<file path="src/common/loader_settings.svh">
// Loader settings
// Address bases, header length, page sizes and memory slot timing
// for the cartridge image loader

`ifndef LOADER_SETTINGS_SVH
`define LOADER_SETTINGS_SVH

// iNES header length in bytes
`define LOADER_HEADER_BYTES 16

// Memory bases, 22-bit byte addresses
`define LOADER_PRG_BASE 22'h000000
`define LOADER_CHR_BASE 22'h200000

// Page sizes as shift amounts
`define LOADER_PRG_PAGE_SHIFT 14 // 16 KB per PRG page
`define LOADER_CHR_PAGE_SHIFT 13 // 8 KB per CHR page

// Clocks between console memory slots
`define LOADER_SLOT_PERIOD 4

`endif

</file>
<file path="src/common/ines_pkg.sv">
// iNES file format types
// Header and payload bytes, page counts, size codes and the packed
// mapper flag word handed to the console core

package ines_pkg;

	// One header or payload byte
	typedef logic [7:0] ines_byte_t;

	// PRG or CHR page count, header bytes 4 and 5
	typedef logic [7:0] page_count_t;

	// log2 size code, 0 for one page or fewer, 7 above 64 pages
	typedef logic [2:0] size_code_t;

	// Signature bytes 0 to 3, "NES" then 0x1A
	localparam logic [31:0] INES_MAGIC = 32'h4E45_531A;

	// Byte 6 bit positions
	localparam int INES_MIRROR_BIT  = 0;
	localparam int INES_BATTERY_BIT = 1;
	localparam int INES_TRAINER_BIT = 2;
	localparam int INES_FOUR_SCR_BIT = 3;

	// Byte 7 bits 3:2 for a NES 2.0 header
	localparam logic [1:0] INES_NES20_ID = 2'b10;

	////////////////////////////////////////////////////////////////////////////
	// Packed mapper flags, 32 bits
	////////////////////////////////////////////////////////////////////////////

	typedef struct packed {
		logic [5:0] zero;
		logic       battery;
		ines_byte_t nes20_mapper; // Byte 8 of a NES 2.0 header
		logic       four_screen;
		logic       chr_ram;      // No CHR ROM in the image
		logic       mirroring;
		size_code_t chr_size;
		size_code_t prg_size;
		ines_byte_t mapper;
	} mapper_flags_t;

endpackage

</file>
<file path="src/common/loader_pkg.sv">
// Loader machinery types
// Memory addresses, byte counters and the state encodings of the
// header parser and the address sequencer

package loader_pkg;

	// Byte address into cartridge memory
	typedef logic [21:0] mem_addr_t;

	// Bytes still to load in the current region
	typedef logic [21:0] byte_count_t;

	// Header parser
	typedef enum logic [1:0] {
		WAIT_HEADER, // Collecting the 16 header bytes
		STREAM,      // Header good, payload passes through
		REJECTED     // Bad signature or trainer, bytes ignored
	} parse_state_t;

	// Address sequencer
	typedef enum logic [1:0] {
		IDLE,
		LOAD_PRG,
		LOAD_CHR,  // Also drains the last outstanding write
		FINISHED
	} seq_state_t;

endpackage

</file>
<file path="src/design/mem_write_buffer.sv">
`timescale 1ns/1ns
`include "loader_settings.svh"

// Memory write buffer
// Holds one loader write until the next console memory slot and
// keeps the host waiting while the write is outstanding

module mem_write_buffer (
	input  logic                  clk,
	input  logic                  reset_nes,
	input  logic                  wr_req,
	input  loader_pkg::mem_addr_t wr_addr,
	input  ines_pkg::ines_byte_t  wr_data,
	output logic                  wr_done,
	output logic                  in_wait,
	output logic                  mem_write,
	output loader_pkg::mem_addr_t mem_addr,
	output ines_pkg::ines_byte_t  mem_data
);
	import ines_pkg::*;
	import loader_pkg::*;

	localparam int SLOT_W = $clog2(`LOADER_SLOT_PERIOD);

	logic [SLOT_W-1:0] slot_cnt;   // Free running, one slot per period
	logic              slot;
	logic              held;
	logic              direct;     // Request lands right on a slot
	mem_addr_t         hold_addr;
	ines_byte_t        hold_data;

	assign slot   = slot_cnt == SLOT_W'(`LOADER_SLOT_PERIOD - 1);
	assign direct = wr_req && slot && !held;

	// High from the cycle after a request through its commit cycle
	assign in_wait = held | mem_write;
	assign wr_done = mem_write;

	always_ff @(posedge clk) begin
		if (reset_nes) begin
			slot_cnt  <= '0;
			held      <= 1'b0;
			mem_write <= 1'b0;
		end else begin
			slot_cnt  <= slot ? '0 : slot_cnt + 1'b1;
			mem_write <= (held && slot) || direct;
			if (held && slot)
				held <= 1'b0;
			if (wr_req && !direct)
				held <= 1'b1; // Wait for the next slot
		end
	end

	always_ff @(posedge clk) begin
		if (wr_req && !direct) begin
			hold_addr <= wr_addr;
			hold_data <= wr_data;
		end
		if (held && slot) begin
			mem_addr <= hold_addr;
			mem_data <= hold_data;
		end else if (direct) begin
			mem_addr <= wr_addr;
			mem_data <= wr_data;
		end
	end

endmodule

</file>
<file path="src/game_loader/ines_header_parser.sv">
`timescale 1ns/1ns
`include "loader_settings.svh"

// iNES header parser
// Collects the header, checks signature and trainer, packs the mapper
// flags and forwards the payload bytes to the address sequencer

module ines_header_parser (
	input  logic                    clk,
	input  logic                    reset_nes,
	input  logic                    in_strobe,
	input  ines_pkg::ines_byte_t    in_data,
	input  logic                    invert_mirroring,
	output logic                    load_start,
	output ines_pkg::page_count_t   prg_pages,
	output ines_pkg::page_count_t   chr_pages,
	output logic                    pay_strobe,
	output ines_pkg::ines_byte_t    pay_data,
	output logic                    error,
	output ines_pkg::mapper_flags_t flags
);
	import ines_pkg::*;
	import loader_pkg::*;

	localparam int LAST_IDX = `LOADER_HEADER_BYTES - 1;

	parse_state_t  state;
	logic [$clog2(`LOADER_HEADER_BYTES)-1:0] hdr_idx;
	ines_byte_t    hdr [`LOADER_HEADER_BYTES];
	ines_byte_t    hdr_view [`LOADER_HEADER_BYTES]; // Includes the byte arriving now
	logic          header_end;
	logic          is_nes20;
	logic          is_dirty;
	logic          bad_header;
	mapper_flags_t flags_next;

	// Smallest power of two page count that covers the image
	function automatic size_code_t size_code(input page_count_t pages);
		size_code_t code;
		code = 3'd7;
		for (int i = 6; i >= 0; i--) begin
			if (pages <= (9'd1 << i))
				code = size_code_t'(i);
		end
		return code;
	endfunction

	always_comb begin
		for (int i = 0; i < `LOADER_HEADER_BYTES; i++)
			hdr_view[i] = hdr[i];
		hdr_view[LAST_IDX] = in_data;
	end

	assign header_end = in_strobe && state == WAIT_HEADER && hdr_idx == LAST_IDX;
	assign is_nes20   = hdr_view[7][3:2] == INES_NES20_ID;
	// Junk in bytes 9..15 of an old iNES 1.0 dump
	assign is_dirty   = !is_nes20 && ((|hdr_view[9][7:1]) || (|hdr_view[10])
		|| (|hdr_view[11]) || (|hdr_view[12]) || (|hdr_view[13])
		|| (|hdr_view[14]) || (|hdr_view[15]));
	assign bad_header = {hdr_view[0], hdr_view[1], hdr_view[2], hdr_view[3]} != INES_MAGIC
		|| hdr_view[6][INES_TRAINER_BIT];

	always_comb begin
		flags_next              = '0;
		flags_next.battery      = hdr_view[6][INES_BATTERY_BIT];
		flags_next.nes20_mapper = is_nes20 ? hdr_view[8] : 8'h00;
		flags_next.four_screen  = hdr_view[6][INES_FOUR_SCR_BIT];
		flags_next.chr_ram      = hdr_view[5] == 8'h00;
		flags_next.mirroring    = hdr_view[6][INES_MIRROR_BIT] ^ invert_mirroring;
		flags_next.chr_size     = size_code(hdr_view[5]);
		flags_next.prg_size     = size_code(hdr_view[4]);
		flags_next.mapper       = {is_dirty ? 4'h0 : hdr_view[7][7:4], hdr_view[6][7:4]};
	end

	always_ff @(posedge clk) begin
		if (reset_nes) begin
			state      <= WAIT_HEADER;
			hdr_idx    <= '0;
			load_start <= 1'b0;
			pay_strobe <= 1'b0;
			error      <= 1'b0;
		end else begin
			load_start <= header_end; // Zero page counts on a rejected image
			pay_strobe <= in_strobe && state == STREAM;
			if (in_strobe && state == WAIT_HEADER)
				hdr_idx <= hdr_idx + 1'b1;
			if (header_end) begin
				state <= bad_header ? REJECTED : STREAM;
				error <= bad_header;
			end
		end
	end

	// Header bytes and payload
	always_ff @(posedge clk) begin
		if (in_strobe && state == WAIT_HEADER)
			hdr[hdr_idx] <= in_data;
		if (header_end) begin
			prg_pages <= bad_header ? 8'h00 : hdr_view[4];
			chr_pages <= bad_header ? 8'h00 : hdr_view[5];
			flags     <= flags_next;
		end
		if (in_strobe)
			pay_data <= in_data;
	end

endmodule

</file>
<file path="src/game_loader/rom_address_sequencer.sv">
`timescale 1ns/1ns
`include "loader_settings.svh"

// ROM address sequencer
// Counts the PRG bytes, then the CHR bytes, gives each byte its memory
// address and reports done once the last write has committed

module rom_address_sequencer (
	input  logic                  clk,
	input  logic                  reset_nes,
	input  logic                  load_start,
	input  ines_pkg::page_count_t prg_pages,
	input  ines_pkg::page_count_t chr_pages,
	input  logic                  pay_strobe,
	input  ines_pkg::ines_byte_t  pay_data,
	input  logic                  wr_done,
	output logic                  wr_req,
	output loader_pkg::mem_addr_t wr_addr,
	output ines_pkg::ines_byte_t  wr_data,
	output logic                  busy,
	output logic                  done
);
	import ines_pkg::*;
	import loader_pkg::*;

	seq_state_t  state;
	byte_count_t bytes_left;
	mem_addr_t   next_addr;
	page_count_t chr_held;     // CHR pages kept for the switch after PRG
	logic [1:0]  pending;      // Issued but not yet committed
	byte_count_t prg_load;
	byte_count_t chr_load_now;
	byte_count_t chr_load_held;
	logic        issue;
	logic        prg_last;
	logic        drained;

	assign prg_load      = byte_count_t'(prg_pages) << `LOADER_PRG_PAGE_SHIFT;
	assign chr_load_now  = byte_count_t'(chr_pages) << `LOADER_CHR_PAGE_SHIFT;
	assign chr_load_held = byte_count_t'(chr_held) << `LOADER_CHR_PAGE_SHIFT;

	// Bytes past the counts fall through here and are dropped
	assign issue    = pay_strobe && bytes_left != '0
		&& (state == LOAD_PRG || state == LOAD_CHR);
	assign prg_last = state == LOAD_PRG && bytes_left == byte_count_t'(1);
	assign drained  = state == LOAD_CHR && bytes_left == '0
		&& (pending == 2'd0 || (pending == 2'd1 && wr_done));

	////////////////////////////////////////////////////////////////////////////
	// Control
	////////////////////////////////////////////////////////////////////////////

	always_ff @(posedge clk) begin
		if (reset_nes) begin
			state      <= IDLE;
			bytes_left <= '0;
			pending    <= 2'd0;
			wr_req     <= 1'b0;
			busy       <= 1'b0;
			done       <= 1'b0;
		end else begin
			wr_req  <= issue;
			pending <= pending + {1'b0, issue} - {1'b0, wr_done};
			case (state)
				IDLE: begin
					if (load_start) begin
						if (prg_pages != '0) begin
							state      <= LOAD_PRG;
							bytes_left <= prg_load;
							busy       <= 1'b1;
						end else if (chr_pages != '0) begin
							state      <= LOAD_CHR;
							bytes_left <= chr_load_now;
							busy       <= 1'b1;
						end else begin
							state <= FINISHED; // Nothing to load, or rejected
							done  <= 1'b1;
						end
					end
				end
				LOAD_PRG: begin
					if (issue)
						bytes_left <= prg_last ? chr_load_held : bytes_left - 1'b1;
					if (issue && prg_last)
						state <= LOAD_CHR; // Zero CHR count just drains
				end
				LOAD_CHR: begin
					if (issue) begin
						bytes_left <= bytes_left - 1'b1;
					end else if (drained) begin
						state <= FINISHED;
						busy  <= 1'b0;
						done  <= 1'b1;
					end
				end
				default: ; // FINISHED holds until reset
			endcase
		end
	end

	// Address counter and write payload
	always_ff @(posedge clk) begin
		if (load_start && state == IDLE) begin
			chr_held  <= chr_pages;
			next_addr <= (prg_pages != '0) ? `LOADER_PRG_BASE : `LOADER_CHR_BASE;
		end else if (issue) begin
			wr_addr   <= next_addr;
			wr_data   <= pay_data;
			next_addr <= prg_last ? `LOADER_CHR_BASE : next_addr + 1'b1;
		end
	end

endmodule

</file>
<file path="src/game_loader/game_loader.sv">
`timescale 1ns/1ns

// Cartridge image loader
// Header parser, address sequencer and write buffer in a pipeline
// between the host download stream and cartridge memory

module game_loader (
	input  logic                    clk,
	input  logic                    reset_nes,
	input  logic                    in_strobe,
	input  ines_pkg::ines_byte_t    in_data,
	output logic                    in_wait,
	input  logic                    invert_mirroring,
	output logic                    mem_write,
	output loader_pkg::mem_addr_t   mem_addr,
	output ines_pkg::ines_byte_t    mem_data,
	output logic                    busy,
	output logic                    done,
	output logic                    error,
	output ines_pkg::mapper_flags_t flags
);
	import ines_pkg::*;
	import loader_pkg::*;

	// Parser to sequencer
	logic        load_start;
	page_count_t prg_pages;
	page_count_t chr_pages;
	logic        pay_strobe;
	ines_byte_t  pay_data;

	// Sequencer to buffer
	logic       wr_req;
	mem_addr_t  wr_addr;
	ines_byte_t wr_data;
	logic       wr_done;

	ines_header_parser parser_inst (
		.clk              (clk),
		.reset_nes        (reset_nes),
		.in_strobe        (in_strobe),
		.in_data          (in_data),
		.invert_mirroring (invert_mirroring),
		.load_start       (load_start),
		.prg_pages        (prg_pages),
		.chr_pages        (chr_pages),
		.pay_strobe       (pay_strobe),
		.pay_data         (pay_data),
		.error            (error),
		.flags            (flags)
	);

	rom_address_sequencer sequencer_inst (
		.clk        (clk),
		.reset_nes  (reset_nes),
		.load_start (load_start),
		.prg_pages  (prg_pages),
		.chr_pages  (chr_pages),
		.pay_strobe (pay_strobe),
		.pay_data   (pay_data),
		.wr_done    (wr_done),
		.wr_req     (wr_req),
		.wr_addr    (wr_addr),
		.wr_data    (wr_data),
		.busy       (busy),
		.done       (done)
	);

	mem_write_buffer buffer_inst (
		.clk       (clk),
		.reset_nes (reset_nes),
		.wr_req    (wr_req),
		.wr_addr   (wr_addr),
		.wr_data   (wr_data),
		.wr_done   (wr_done),
		.in_wait   (in_wait),
		.mem_write (mem_write),
		.mem_addr  (mem_addr),
		.mem_data  (mem_data)
	);

endmodule

</file>
<file path="config.mk">
export PLATFORM = sky130hd
export DESIGN_NAME = game_loader
export DESIGN_NICKNAME = d
export VERILOG_FILES = /design/src/common/ines_pkg.sv /design/src/common/loader_pkg.sv /design/src/design/mem_write_buffer.sv /design/src/game_loader/ines_header_parser.sv /design/src/game_loader/rom_address_sequencer.sv /design/src/game_loader/game_loader.sv
export VERILOG_INCLUDE_DIRS = /design/src /design/src/common
export SDC_FILE = /design/constraint.sdc
export NUM_CORES = 1
export LEC_CHECK = 0
export BUFFER_PORTS_ARGS = -buffer_cell sky130_fd_sc_hd__clkbuf_2
export CORE_ASPECT_RATIO = 0.6
export CORE_UTILIZATION = 50
export DETAILED_ROUTE_END_ITERATION = 12
export PLACE_DENSITY = 0.68
export SLEW_MARGIN = 30
export SYNTH_ARGS = -nofsm -noshare
export SYNTH_HDL_FRONTEND = slang
export SYNTH_SLANG_ARGS = --single-unit
</file>
<file path="constraint.sdc">
create_clock -name clk -period 6 [get_ports clk]
set_input_delay 0.3 -clock clk [delete_from_list [all_inputs] [get_ports clk]]
set_output_delay 0.3 -clock clk [all_outputs]
set_load 0.02 [all_outputs]
</file>
After elaboration in Yosys (flattened, before gate mapping)
Memory sizes are Yosys's and may differ from the RTL's. A register that Yosys moved wholly into a read port is not among the register bits.
Cells that the tools add are included.

word-level totals
  bits in registers = 204
  bits in writable memories = 128
  input port bits = 12
  word-level logic and storage cells = 190
  memories kept = 1

operators by class
  add/sub/neg operators = 6
  magnitude comparators = 14
  equal/unequal tests = 18
  muxes and demuxes = 51
  bitwise logic cells = 3
  reduce and logical (&&, ||, !) cells = 60

memory list
  name             words  width  rd ports  clocked after memory_dff  write ports  line                      text
  parser_inst.hdr  16     8      15        1                         1            ines_header_parser.sv:29  ines_byte_t hdr [`LOADER_HEADER_BYTES];

operator list
  operator               number
  $mux 22                12
  $pmux 22 s3            1
  $reduce_or 8->1        6
  $ne 32x31->1 const B   1
  $mux 2                 14
  $add 22x1->22 const B  1
  $eq 22x1->1 const B    1
  $logic_not 22->1       1
  $reduce_bool 22->1     1
  $sub 22x1->22 const B  1
  $mux 1                 19
  $le 8x1->1 const B     2
  $le 8x2->1 const B     2
  $le 8x3->1 const B     2
  $le 8x4->1 const B     2
  $le 8x5->1 const B     2
  $le 8x6->1 const B     2
  $le 8x7->1 const B     2
  $logic_and 1x1->1      16
  $mux 8                 2
  $reduce_bool 8->1      2
  $reduce_and 5->1       3
  $logic_or 1x1->1       10
  $ne 2x2->1 const B     5
  other kinds (24)       42

Longest topological paths before layout
An unclocked memory read counts as a cell.

  depth after elaboration = 9
  gate-level depth with buffers = 11
  mapped depth without buffers = 10

Cells and area by module
Synthesis repeated with hierarchy kept, for this count alone.

second synthesis, totals
  cell total of the unflattened synthesis = 880
  area, all modules = 13011.2 um2

by module, submodules not included
  module                 instances  cells each  area each (um2)  sequential area each (um2)
  ines_header_parser     1          344         6252.2           5175.0
  rom_address_sequencer  1          426         4300.4           2382.3
  mem_write_buffer       1          110         2458.6           1881.8

Worst setup path before layout
OpenSTA, ideal clock, no wires.

  kind = register to register
  start point = reg parser_inst.state[1]
  end point = reg parser_inst.chr_pages[0] (enable)
  library setup time = 0.443 ns
  data arrival time = 3.117 ns
  data required time = 5.557 ns
  slack = 2.440 ns
  cell stages (with the launch flop) = 4
  path buffers = 0
  clock period less this slack = 3.560 ns
  path through = dfxtp_1 -> nor3b_1 -> nand2_1 -> nor2_1

on the way
  word-level cells in the longest chain between the ends = 3

RTL lines
  item                              line                       text
  start: declaration                ines_header_parser.sv:27   parse_state_t state;
  start signal: assignment          ines_header_parser.sv:88   state <= bad_header ? REJECTED : STREAM;
  $logic_not 2->1                   ines_header_parser.sv:54   assign header_end = in_strobe && state == WAIT_HEADER && hdr_idx == LAST_IDX;
  $logic_and 1x1->1 (2 in series)   ines_header_parser.sv:54
  named net parser_inst.header_end  ines_header_parser.sv:31   logic header_end;
  end signal: assignment            ines_header_parser.sv:100  chr_pages <= bad_header ? 8'h00 : hdr_view[5];
  end: declaration                  ines_header_parser.sv:16   output ines_pkg::page_count_t chr_pages,

The timed path passes the listed nets, and every way through them passes these cells.
A chain may end at the register's enable or synchronous reset.

Worst setup path in the final report
  start point = reg sequencer_inst.state[1]
  end point = reg sequencer_inst.bytes_left[12]

on the way
  word-level cells in the longest chain between the ends = 5
  elaborated cells between the ends (all ways) = 15

RTL lines
  item                                                          line                                                                                   text
  start: declaration                                            rom_address_sequencer.sv:26                                                            seq_state_t state;
  start signal: assignment                                      rom_address_sequencer.sv:55                                                            state <= IDLE;
  start signal: assignment                                      rom_address_sequencer.sv:68                                                            state <= LOAD_PRG;
  start signal: assignment                                      rom_address_sequencer.sv:72                                                            state <= LOAD_CHR;
  $eq 2x1->1 / $eq 2x2->1 (equally long branches)               rom_address_sequencer.sv:44, rom_address_sequencer.sv:45, rom_address_sequencer.sv:64
  $logic_and 1x1->1 / $logic_or 1x1->1 (equally long branches)  rom_address_sequencer.sv:45, rom_address_sequencer.sv:44
  $mux 22 / $logic_and 1x1->1 (equally long branches)           rom_address_sequencer.sv:83, rom_address_sequencer.sv:44
  $mux 22 / $ne 2x1->1 (equally long branches)                  -
  $pmux 22 s3 / $reduce_and 5->1 (equally long branches)        -
  end signal: assignment                                        rom_address_sequencer.sv:69                                                            bytes_left <= prg_load;
  end signal: assignment                                        rom_address_sequencer.sv:83                                                            bytes_left <= prg_last ? chr_load_held : bytes_left - 1'b1;
  end signal: assignment                                        rom_address_sequencer.sv:89                                                            bytes_left <= bytes_left - 1'b1;
  end: declaration                                              rom_address_sequencer.sv:27                                                            byte_count_t bytes_left;

Several ways; a longest one is shown, not always the timed one. The select of a mux whose other input is x is not followed.

==> flow_summary.ini <==
[synth]
synth-edff-count = 287
seq_area_frac_synth_pct = 74.0
ys.flop_type = edfxtp_1
synth_cell_types = 59
synth_area_leader_cell = edfxtp_1
synthCells = 856
syn_area_sq_um = 12800
avgSynthCellArea_sq_um = 14.9
synth_common_cells = edfxtp_1, nor2_1, dfxtp_1
synth_seq_cells = 328
synthArstFlopShare_pct = 0
synth_top_area_share_pct = 67.6
synth.area.top_cells = edfxtp_1, dfxtp_1, mux2_2
ys_warn_count = 0
synthMostInstantiatedCell = edfxtp_1

[routing]
num_vias = 7256
detail-route-antenna-nets = 0
route.detailed.drc = 0
firstDrtPassIters = 6
drt-total-wl_um = 24400
viasPerCell = 5.65
drt-initial-drc-count = 683
wire_per_inst_um = 19.0

[clock_tree]
cts_buffers = 29
cts_root_buf = clkbuf_16
path_clk_slew_ns = 0.07
postCtsHoldBufs = 0
h-tree-depth = 1
clk_latency_ns = 0.55
clockBufferDepth = 3
post_cts_buffers = 0
cts.sinks = 328
cts_resized = 0
cts_tree = done

[critical_path]
start_kind = flip-flop
path_cells = inv_1 -> ha_1 -> nand2_1 -> a41oi_1 -> o32a_1 -> o21ai_0 -> a32o_1
worstSetupPathType = reg2reg
cpLargestDelayFamily = compound AO/OA/AOI/OAI gates
cp_max_fo = 22
endpoint_kind = flip-flop
cpPeakStageDelay_ns = 0.72
cp_slowest_cell = ha_1
cp.arrival_ns = 3.67
critPathBufInv = 1
critPathRequiredTime_ns = 6.44

[sta]
drv_slew = 0
finalSetupViolations = 0
skew_ns = 0.0155
slew_headroom_pct = 40.7
setup_tns_ns = 0
period_minus_slack_ns = 3.23
rsz0062_at_grt = false
holdWs_ns = 0.0825
fin_crit_sh_pct = 53.8
worst-slew-pin-transition_ns = 0.886
fmax_ghz = 0.310
final_hold_viol_count = 0

[global_routing]
grt_usage_pct = 19.0
grt_pass1_vias = 6990
grt_start_max_net_pins = 34
grt_remaining_overflow = 0
antenna_found_initial = 0
grt_pass1_wl_um = 38900

[placement]
portBuffers = 72
dpl.hpwl_um = 15800
gp_congestion = 0.865

[floorplan]
dieArea_sq_um = 26200
start_util_pct = 51.8
ios = 79
die_width_um = 208
die_h_um = 126
rows = 44
core-area_sq_um = 24600

[power]
p_leak_nw = 4.91
powerDensity_nw_per_um2 = 348
ir_worst_vdd_uv = 210
power.total_mw = 5.05

[finish]
layout.nets = 966
syn_to_final_growth_pct = 13.7
num_antenna_cells = 0
nFillCells = 1912
final_layout_size_suffix_gt1_share_pct = 18.0

[run]
drv_cap = 0

[hold_path]
hold_path_class = in2reg

[status]
outcome = finished, final reports clean
## final timing paths
| check | depth (start not counted) | endpoint | slack [ns] | from |
|---|---|---|---|---|
| max | 7 | sequencer_inst.bytes_left[12]$_SDFFE_PP0P_ | 2.77 | sequencer_inst.state[1]$_SDFFE_PP0P_ |
| min | 2 | parser_inst.flags[14]$_DFFE_PP_ | 0.08 | invert_mirroring |
| max reg2reg | 7 | sequencer_inst.bytes_left[12]$_SDFFE_PP0P_ | 2.77 | sequencer_inst.state[1]$_SDFFE_PP0P_ |
| min reg2reg | 0 | sequencer_inst.wr_data[0]$_DFFE_PP_ | 0.42 | parser_inst.pay_data[0]$_DFFE_PP_ |
## final cells by class
| class | count | area [sq um] | share of cell area (%) |
|---|---|---|---|
| clock buffers | 38 | 790 | 5.45 |
| multi-input cells | 483 | 3150 | 21.7 |
| inverters | 17 | 63.8 | 0.440 |
| flip-flops and latches | 328 | 9440 | 65.1 |
| clock inverters | 16 | 188 | 1.29 |
| well taps | 322 | 403 | 2.78 |
| repair buffers | 81 | 468 | 3.23 |
## layout by cell type, fill, tap and decap left out, types with 11 or more instances in the layout
cell type	n
nand3_1	15
and2_1	26
nor2_1	87
a21oi_1	21
ha_1	14
inv_1	17
clkbuf_16	29
xor2_1	18
dfxtp_1	41
mux2_2	31
nor4_1	23
nand4_1	13
a32o_1	11
o21ai_0	23
edfxtp_1	287
nor3_1	28
nor2b_1	12
a31oi_1	16
clkbuf_2	72
nand2_1	32
## state kept, by name (all words and copies together) (netlist names), 22 cells and up
register                   flops
buffer_inst.hold_addr         22
buffer_inst.mem_addr          22
parser_inst.flags             26
parser_inst.hdr              117
sequencer_inst.bytes_left     22
sequencer_inst.next_addr      22
sequencer_inst.wr_addr        22
## per-layer routing
layer / share of wire [%] / up-vias / track usage, %
met1: 52 / 3580 / 31.1
met5: 0 / - / 0
met2: 41 / 198 / 26.1
met3: 5.6 / 35 / 3.24
met4: 1.7 / 0 / 4.31
li1: - / 3443 / -
## worst register-to-register path, cell delays in order, from the launching register on
cell     delay (ns)
dfxtp_1        0.38
inv_1          0.11
ha_1           0.72
nand2_1        0.31
a41oi_1        0.34
o32a_1         0.67
o21ai_0        0.27
a32o_1         0.32
## report_power, final
group          leakage (nW)  internal, mW  total [mW]  switching, mW
Sequential             2.94          2.50        2.54         0.0360
Combinational          1.50         0.200       0.610          0.410
Clock                 0.467          1.10        1.90          0.803
## kinds of logic after synthesis
logic type | after synthesis | share of synthesized area, %
muxes | 34 | 2.97
xor gates and xnor gates | 26 | 1.79
DFF | 328 | 74.0
AOI/OAI and AO/OA | 104 | 5.54
adders and majority gates | 14 | 1.37
and+or+nand+nor | 299 | 12.4
other | 1 | 0.0294
buffers and inverters | 50 | 1.88
## stage by stage
step | util (%) | setup slack [ns] | std cells | cell area (sq um)
after global placement | 54.6 | 2.83 | 1229 | 13400
after global routing | 58.9 | 2.59 | 1285 | 14500
final | 58.9 | 2.77 | 1285 | 14500
after CTS | 58.7 | 2.77 | 1284 | 14500
after detailed placement | 54.8 | 2.79 | 1230 | 13500
after floorplan | - | 2.44 | 861 | 12800
Power figures use the tool's default switching activity.
